### src/common/mips_mem_pkg.sv
package mips_mem_pkg;

    // Data bus and byte address
    typedef logic [31:0] word_t;

    // One enable per byte lane, bit k selects data[8k+7:8k]
    typedef logic [3:0] byte_en_t;

    // Primary opcode field, instr[31:26]
    typedef logic [5:0] opcode_t;

    // Loads
    localparam opcode_t OP_LB  = 6'b100000;
    localparam opcode_t OP_LH  = 6'b100001;
    localparam opcode_t OP_LWL = 6'b100010;
    localparam opcode_t OP_LW  = 6'b100011;
    localparam opcode_t OP_LBU = 6'b100100;
    localparam opcode_t OP_LHU = 6'b100101;
    localparam opcode_t OP_LWR = 6'b100110;

    // Stores
    localparam opcode_t OP_SB  = 6'b101000;
    localparam opcode_t OP_SH  = 6'b101001;
    localparam opcode_t OP_SW  = 6'b101011;

    // Full word of ones, used for lane masks
    localparam word_t WORD_ONES = 32'hffff_ffff;

    // Lane with the lowest set enable, zero if none set
    function automatic logic [1:0] low_lane(input byte_en_t be);
        logic [1:0] lane;
        lane = 2'd0;
        for (int k = 3; k >= 0; k--) begin
            if (be[k]) lane = 2'(k);
        end
        return lane;
    endfunction

    // Lane with the highest set enable, zero if none set
    function automatic logic [1:0] high_lane(input byte_en_t be);
        logic [1:0] lane;
        lane = 2'd0;
        for (int k = 0; k < 4; k++) begin
            if (be[k]) lane = 2'(k);
        end
        return lane;
    endfunction

endpackage

### src/lsu/mips_load_align.sv
`timescale 1ns/1ns

module mips_load_align (
    input  logic                   clk,
    input  logic                   reset,
    input  logic                   ld_issue,
    input  mips_mem_pkg::opcode_t  op,
    input  mips_mem_pkg::word_t    rt,
    input  mips_mem_pkg::byte_en_t ram_be,
    input  mips_mem_pkg::word_t    ram_rdata,
    output logic                   load_valid,
    output mips_mem_pkg::word_t    load_data
);

    // Request attributes held across the RAM read cycle
    mips_mem_pkg::byte_en_t be_q;
    mips_mem_pkg::opcode_t  op_q;
    mips_mem_pkg::word_t    rt_q;

    logic [1:0]          lo_lane;
    logic [1:0]          hi_lane;
    logic [1:0]          lwl_shift;
    logic [7:0]          sel_byte;
    logic [15:0]         sel_half;
    mips_mem_pkg::word_t lwl_data;
    mips_mem_pkg::word_t lwl_mask;
    mips_mem_pkg::word_t lwr_data;
    mips_mem_pkg::word_t lwr_mask;
    mips_mem_pkg::word_t rd_down;

    always_ff @(posedge clk) begin
        if (reset) begin
            load_valid <= 1'b0;
            be_q       <= '0;
        end else begin
            load_valid <= ld_issue;
            if (ld_issue) begin
                be_q <= ram_be;
            end
        end
    end

    always_ff @(posedge clk) begin
        if (ld_issue) begin
            op_q <= op;
            rt_q <= rt;
        end
    end

    assign lo_lane   = mips_mem_pkg::low_lane(be_q);
    assign hi_lane   = mips_mem_pkg::high_lane(be_q);
    assign lwl_shift = 2'd3 - hi_lane;

    // Addressed lane moved down to bit 0
    assign rd_down  = ram_rdata >> {lo_lane, 3'b000};
    assign sel_byte = rd_down[7:0];
    assign sel_half = rd_down[15:0];

    // LWL: lanes 0..a go to the top of the result
    assign lwl_data = ram_rdata << {lwl_shift, 3'b000};
    assign lwl_mask = mips_mem_pkg::WORD_ONES << {lwl_shift, 3'b000};

    // LWR: lanes a..3 go to the bottom of the result
    assign lwr_data = rd_down;
    assign lwr_mask = mips_mem_pkg::WORD_ONES >> {lo_lane, 3'b000};

    always_comb begin
        case (op_q)
            mips_mem_pkg::OP_LB:
                load_data = {{24{sel_byte[7]}}, sel_byte};
            mips_mem_pkg::OP_LBU:
                load_data = {24'd0, sel_byte};
            mips_mem_pkg::OP_LH:
                load_data = {{16{sel_half[15]}}, sel_half};
            mips_mem_pkg::OP_LHU:
                load_data = {16'd0, sel_half};
            mips_mem_pkg::OP_LWL:
                load_data = (lwl_data & lwl_mask) | (rt_q & ~lwl_mask);
            mips_mem_pkg::OP_LWR:
                load_data = (lwr_data & lwr_mask) | (rt_q & ~lwr_mask);
            default:
                load_data = ram_rdata;      // LW
        endcase
    end

endmodule

### config.mk
export PLATFORM = sky130hd
export DESIGN_NAME = mips_load_align
export DESIGN_NICKNAME = d
export VERILOG_FILES = /design/src/common/mips_mem_pkg.sv /design/src/lsu/mips_load_align.sv
export SDC_FILE = /design/constraint.sdc
export NUM_CORES = 1
export LEC_CHECK = 0
export BUFFER_PORTS_ARGS = -buffer_cell sky130_fd_sc_hd__buf_2
export CAP_MARGIN = 0
export CELL_PAD_IN_SITES_DETAIL_PLACEMENT = 0
export CELL_PAD_IN_SITES_GLOBAL_PLACEMENT = 1
export CORE_MARGIN = 10
export CORE_UTILIZATION = 35
export CTS_CLUSTER_SIZE = 8
export DETAILED_ROUTE_END_ITERATION = 6
export PLACE_DENSITY = 0.77
export SYNTH_ARGS = -nofsm -noshare
export SYNTH_HDL_FRONTEND = slang
export SYNTH_SLANG_ARGS = --single-unit
### constraint.sdc
create_clock -name clk -period 2.3 [get_ports clk]
set_input_delay 0.46 -clock clk [delete_from_list [all_inputs] [get_ports clk]]
set_output_delay 0.46 -clock clk [all_outputs]
set_load 0.03 [all_outputs]
==> impl_results.md, run 1 <==
- Outcome: complete, but fails checks
- Violated checks: setup timing
- Num ports: 110
- I/O Buffers: 109
- Worst VDD drop: 0.000240 V
- Layout cells sized above 1: 48.5%
- Number of global-route vias before repair: around 3800
- TritonCTS Buffers: 5
- Final Hold Vio Count: 0
- Switching part of the total power: 31.8%
- Post-route DRC: 0
- Synth Area in Adders: 0%
- Crit-path max FO: 8
- Critical Path Most Common Cell: buf_6
- Post-synthesis instance area: 3530 µm²
- Asr flop ratio synth: 0%
- Internal Dissipation: ~1800 µW
- Fmax: 370 MHz
- Worst Setup EP: load_data[15]
- CP Launch Type: register
- CTS root buf: clkbuf_8
- Synth cell types: 47
- Max_cap viols: 0
- Seq pwr share: between 30% and 40%
- Rows: 36
- Final setup margin: -404 ps
- Clock Path Buffers: 2
- First-pass GRT wire length: 20600 µm
- Crit-path slowest cell: or3b_4
- Largest net degree at the start of global routing: 33
- Setup Crit Path Kind: reg2out
- H-tree levels: 2
- Final net count: 581
- Grt total ovfl: 0
- Layout Utilization: between 50% and 60%
- Worst hold path type: in2reg
- Slew @ Worst Pin: 668 ps
- Xor/xnor share of the synthesized area: 0%
- HPWL after detailed placement: 9990 µm
- Pre-antenna DRT Iters: 4
- Clock transition at path regs: 90 ps
- Unrepaired setup endpoints after global routing: yes
- R2r startpoint: be_q[0]
- Vias: 3666
- EDFF count, synth: 38
- CP Data Arrival Time: roughly 2200 ps
- Die width: 120 µm
- Endpoints failing setup: 32
- Die height: 120 µm
- Power, Total: roughly 2700 µW
- Post-Route WL: 13400 µm
- Crit. End Element: output port
- Worst-Skew Late Latency: 300 ps
- Initial antenna violation count: 0
- TritonCTS clock tree: built
- Cell family with most CP delay: simple AND/OR/NAND/NOR gates
- Worst Path Buf+Inv: 2
- Crit path cell chain: or3b_4, or3_4, o21ai_2, buf_6, a32o_1, o32a_2, buf_6
- Setup crit start: op_q[4]
- Leakage: 0.00210 µW
- Tcrit/Tclk final: 118%
- Worst endpoint required time: 1840 ps
- R2R cell count: 3
- Synth Area in Simple Gates: 14.6%
- Core area: 9770 µm²
- Max-slew violation total from the final report: 0
- Pre-CTS setup slack: -196 ps
- Post-synthesis mux area share: 17.0%
- Worst relative slew slack: 55.4%
- Compound-Gate Fraction of Synth Area: 28.3%
- Syn_area_per_cell: 9.66 µm²
- Largest family of logic cells by synthesized area: compound AO/OA/AOI/OAI gates
- Die ar.: between 10000 and 15000 µm²
- Setup skew after layout: 0 ps
- Sequential share of the synthesized area: 35.2%
- Post-DRT Antenna Nets: 0
- Mapped Cells: approximately 370
- Top FF cell, synth: edfxtp_1
- Net switching power: roughly 850 µW
- Combinational power share: 37.0%
- Power per cell area: 518 nW/µm²
- Starting DRT DRC Count: 261
- Total Routing Usage GR: about 18%
- DR vias/cell: 5.75
- Worst flop-to-flop path endpoint: be_q[0]
- Min Tclk post-route: 2700 ps
- Routed length per instance: 21.0 µm
- Ant diodes: 0
- Initial core utilization: 36.1%
- Delay of the slowest critical-path stage: ~420 ps
- CTS sink count: 43
- Clock share of power: 27.0%
- Syn_nets: 442
- YS warnings: 0
- Gpl congestion: 0.875
- Number of synthesized register bits: 43
- Crit path depth: 7
- Reg-to-reg setup timing slack: roughly 1500 ps
- Area Growth Syn to Fin: 45.1%
==> power groups by stage <==
| stage | Clock, µW | Sequential [µW] | Combinational (µW) |
|---|---|---|---|
| finish | 717 | 956 | 981 |
| floorplan | 0 | 952 | 526 |
| global route | 767 | 961 | 1050 |
| CTS | 728 | 953 | 969 |
| global placement | 0 | 966 | 843 |
| detailed placement | 0 | 968 | 855 |
==> cell usage after synthesis, types with 2 or more instances <==
cell type | instances | share of area (%)
a21oi_1 | 11 | 1.6
buf_1 | 2 | 0.21
nor2b_1 | 13 | 2.3
a22oi_1 | 27 | 5.7
nor2_1 | 21 | 2.2
dfxtp_1 | 5 | 2.8
o21ai_0 | 21 | 3.0
nand2_1 | 34 | 3.6
mux4_2 | 7 | 4.5
a32o_1 | 6 | 1.7
a21boi_0 | 3 | 0.64
o2bb2ai_1 | 2 | 0.50
and2_1 | 2 | 0.35
o22a_1 | 16 | 4.0
nand2b_1 | 3 | 0.53
nor2_2 | 2 | 0.35
clkbuf_1 | 19 | 2.0
o21ai_1 | 9 | 1.3
o22ai_1 | 30 | 5.3
mux2i_1 | 44 | 12
o32a_1 | 8 | 2.3
nor3_1 | 3 | 0.43
and3_1 | 2 | 0.35
buf_6 | 3 | 0.96
edfxtp_1 | 38 | 32
buf_2 | 11 | 1.6
and3b_1 | 3 | 0.75
==> metrics by stage <==
step / cell area (µm²) / cells / hold WS [ps] / setup TNS [ps]
floorplan: 3560 / 365 / 532 / -1380
global placement: 4550 / 627 / 557 / -2980
detailed placement: 4550 / 627 / 563 / -3860
CTS: 5070 / 637 / 311 / -11010
global route: 5120 / 638 / 305 / -14770
finish: 5120 / 638 / 315 / -11660
==> final cells by class <==
class / count / area (µm²)
inverters: 2 / 7.51
flip-flops and latches: 43 / 1250
fillers: 900 / 4660
repair buffers: 167 / 1260
clock inverters: 2 / 60.1
multi-input cells: 285 / 2300
well taps: 133 / 166
clock buffers: 6 / 72.6
==> worst reg2reg max path: cells and delay by family (launching register included) <==
kind | cells | cell delay, ps
flip-flops | 1 | 390
multiplexers | 1 | 130
AND/OR/NAND/NOR | 1 | 60
buffers and inverters | 1 | 140
==> worst min-delay path by stage <==
stage	start	to	cells past startpoint
2_1_floorplan	reset	load_valid	1
3_3_place_gp	be_q[1]	be_q[1]	2
3_5_place_dp	be_q[1]	be_q[1]	2
4_1_cts	rt[11]	rt_q[11]	1
5_1_grt	rt[5]	rt_q[5]	1
6_report	rt[10]	rt_q[10]	1
==> kinds of logic after synthesis <==
group / count (synthesis)
buffers and inverters: 37
AO/OA/AOI/OAI: 140
AND/OR/NAND/NOR: 94
flip-flops: 43
multiplexers: 51
==> state kept, by name, indices dropped and copies added, names as in the netlist <==
signal and flops:
be_q 4, op_q 6, rt_q 32, load_valid 1
==> routing by layer <==
metal	vias up	GRT usage, %	wire, µm
li1	1717	-	-
met1	1792	21.1	5530
met2	135	30.4	6730
met3	22	4.00	812
met4	0	5.35	301
met5	-	0	0
==> layout by cell type (no fill, tap or decap), types with 3 or more instances in the layout <==
cell,instances
buf_2,77
buf_4,45
mux2i_1,44
buf_6,41
edfxtp_1,38
nand2_1,33
o22ai_1,26
o21ai_0,21
a22oi_1,20
nor2_1,18
o22a_2,16
nor2b_1,12
a21oi_1,10
o21ai_1,8
mux4_2,7
a22oi_2,7
o32a_2,7
a32o_1,5
clkbuf_8,5
nor2_2,4
o22ai_2,4
buf_12,4
nand2b_1,3
and3b_1,3
a21boi_0,3
nor3_1,3
==> repair_timing <==
action                     CTS  global route
resized for setup          104             8
buffers inserted             2             1
hold buffers                 0             0
pin swaps                   16             3
setup endpoints to repair   32            32
(Power assumes the default switching activity.)
==> run 2, diff against run 1 <==
RECOVER_POWER = 100   (was not set)
==> run 2 against run 1 <==
Net effect: critical path depth did not move; maximum frequency about the same; setup slack gained 1.3 ps; utilization fell by 0.18 points; power fell by 0.17%; the flow still finishes with violations (setup timing); sequential share of layout area increased by 0.084 points; hold slack about the same.
==> impl_results.md, run 2 (synthesis gave the netlist of run 1 again) <==
- Final setup margin: -403 ps (was -404 ps)
- Max_cap viols: 0 (unchanged)
- Worst hold path type: in2reg (unchanged)
- Post-Route WL: 13300 µm (was 13400 µm)
- Die height: 120 µm (unchanged)
- Num ports: 110 (unchanged)
- Die width: 120 µm (unchanged)
- Number of global-route vias before repair: 3799 (unchanged)
- FF/Latch Area: 1250 µm² (unchanged)
- Rows: 36 (unchanged)
- Non-Filler Instances: 638 (unchanged)
- CP Launch Type: register (unchanged)
- Max-slew violation total from the final report: 0 (unchanged)
- Internal Dissipation: 1810 µW (about the same)
- Die ar.: 14500 µm² (unchanged)
- Gpl congestion: 0.875 (unchanged)
- HPWL after detailed placement: 9990 µm (unchanged)
- Worst relative slew slack: 16.5% (was 55.4%)
- First-pass GRT wire length: 20600 µm (unchanged)
- Starting DRT DRC Count: 261 (unchanged)
- Final net count: 581 (unchanged)
- Post-route DRC: 0 (unchanged)
- Largest Register: rt_q (unchanged)
- Endpoints failing setup: 32 (unchanged)
- Most frequent cells in the layout: buf_2 (75), buf_4 (45), mux2i_1 (44) (was buf_2 (77), buf_4 (45), mux2i_1 (44))
- Core area: 9770 µm² (unchanged)
- Vias: 3658 (was 3666)
- CP Data Arrival Time: 2240 ps (about the same)
- I/O Buffers: 109 (unchanged)
- Worst flop-to-flop path endpoint: be_q[0] (unchanged)
- Setup Crit Path Kind: reg2out (unchanged)
- Final Hold Vio Count: 0 (unchanged)
- Clock transition at path regs: 90 ps (about the same)
- R2r startpoint: be_q[0] (unchanged)
- Initial antenna violation count: 0 (unchanged)
- Power per cell area: 519 nW/µm² (was 518 nW/µm²)
- Fillers: 900 (unchanged)
- DR vias/cell: 5.73 (was 5.75)
- R2R cell count: 3 (unchanged)
- Delay of the slowest critical-path stage: 420 ps (about the same)
- Ant diodes: 0 (unchanged)
- Clock share of power: 27.0% (about the same)
- Crit path cell chain: or3b_4, or3_4, o21ai_2, buf_6, a32o_1, o32a_2, buf_6 (unchanged)
- Combinational power share: 36.9% (was 37.0%)
- Slew @ Worst Pin: 1250 ps (was 668 ps)
- Reg-to-reg setup timing slack: 1480 ps (was 1490 ps)
- Largest regs: rt_q (32), op_q (6), be_q (4) (unchanged)
- Outcome: complete, but fails checks (unchanged)
- CTS root buf: clkbuf_8 (unchanged)
- Layout cells sized above 1: 48.1% (was 48.5%)
- TritonCTS clock tree: built (unchanged)
- Crit-path max FO: 8 (unchanged)
- DP Cell Count: 627 (unchanged)
- Violated checks: setup timing (unchanged)
- Area Growth Syn to Fin: 44.6% (was 45.1%)
- H-tree levels: 2 (unchanged)
- Grt total ovfl: 0 (unchanged)
- Clock Path Buffers: 2 (unchanged)
- Largest net degree at the start of global routing: 33 (unchanged)
- Min Tclk post-route: 2700 ps (about the same)
- Crit-path slowest cell: or3b_4 (unchanged)
- Critical Path Most Common Cell: buf_6 (unchanged)
- Max FFs per register: 32 (unchanged)
- Fmax: 370 MHz (about the same)
- Tcrit/Tclk final: 118% (about the same)
- Worst VDD drop: 0.000241 V (was 0.000240 V)
- Leading cell type in the layout, fill and taps excluded: buf_2 (unchanged)
- Worst-Skew Late Latency: 300 ps (about the same)
- HP Start: rt[10] (unchanged)
- Post-DRT Antenna Nets: 0 (unchanged)
- Leakage: 0.00209 µW (was 0.00210 µW)
- Pre-antenna DRT Iters: 5 (was 4)
- Switching part of the total power: 31.8% (about the same)
- Net switching power: 843 µW (was 845 µW)
- Hold path depth: 1 (unchanged)
- Multi-input logic area: 2300 µm² (unchanged)
- Seq pwr share: 36.1% (was 36.0%)
- Routed length per instance: 20.9 µm (was 21.0 µm)
- Total Routing Usage GR: 17.5% (unchanged)
- Worst endpoint required time: 1840 ps (about the same)
- TritonCTS Buffers: 5 (unchanged)
- CTS sink count: 43 (unchanged)
- Crit. End Element: output port (unchanged)
- Initial core utilization: 36.1% (unchanged)
- Unrepaired setup endpoints after global routing: yes (unchanged)
- Hold Path End: rt_q[10] (unchanged)
- Setup skew after layout: 0 ps (unchanged)
- Hold_ws: 315 ps (about the same)
run 2: changes by cell type in the layout (fill, tap and decap cells not counted):
cell | previous run | this run
clkbuf_2 | 0 | 1
clkbuf_1 | 1 | 3
buf_12 | 4 | 3
buf_2 | 77 | 75
run 2: layer usage:
metal / part of all wire (%) / track usage (%) / wire [µm]
met4: 2.1 / 5.35 / 284
met3: 6.2 / 4.00 / 831
met1: 41 / 21.1 / 5520
met5: 0 / 0 / 0
met2: 50 / 30.4 / 6690
run 2: layout make-up:
class                   instances  share of cell area (%)
flip-flops and latches         43                    24.5
clock buffers                   6                    1.42
well taps                     133                    3.26
multi-input cells             285                    45.0
inverters                       2                   0.147
repair buffers                167                    24.5
clock inverters                 2                    1.18
run 2: metrics by stage:
step | area (µm²) | util, % | setup TNS, ps | setup slack, ps | power, µW
final | 5100 | 52.2 | -11580 | -403 | 2650
after global routing | 5100 | 52.2 | -14770 | -502 | 2780
after CTS | 5070 | 51.8 | -11010 | -390 | 2650
after detailed placement | 4550 | 46.6 | -3860 | -196 | 1820
after global placement | 4550 | 46.6 | -2980 | -187 | 1810
after floorplan | 3560 | - | -1380 | -78.6 | 1480
run 2: repair_timing:
action	in CTS	in global routing
endpoints found under the setup margin	32	32
hold buffers	0	0
pin swaps	16	3
hold endpoints to repair	0	0
resized for setup	104	8
buffers inserted	2	1
run 2: power groups by stage:
stage               Sequential, µW  Clock (µW)  Combinational, µW
floorplan                      952           0                526
global placement               966           0                843
detailed placement             968           0                855
CTS                            953         728                969
global route                   962         767               1050
finish                         956         716                976
run 2: how the worst max path moves through the flow:
stage                        from            end  cells after the start
after floorplan           op_q[4]  load_data[21]                      7
after global placement    op_q[4]  load_data[19]                      6
after detailed placement  op_q[4]  load_data[19]                      6
after CTS                 op_q[4]  load_data[15]                      7
after global routing      op_q[4]   load_data[5]                      9
final                     op_q[4]  load_data[15]                      7
run 2: critical path, delay by kind of cell, from the launching register on:
| kind | cells | cell delay [ps] |
|---|---|---|
| AND/OR/NAND/NOR | 2 | 830 |
| buffers and inverters | 2 | 260 |
| flip-flops | 1 | 410 |
| AO/OA/AOI/OAI | 3 | 430 |
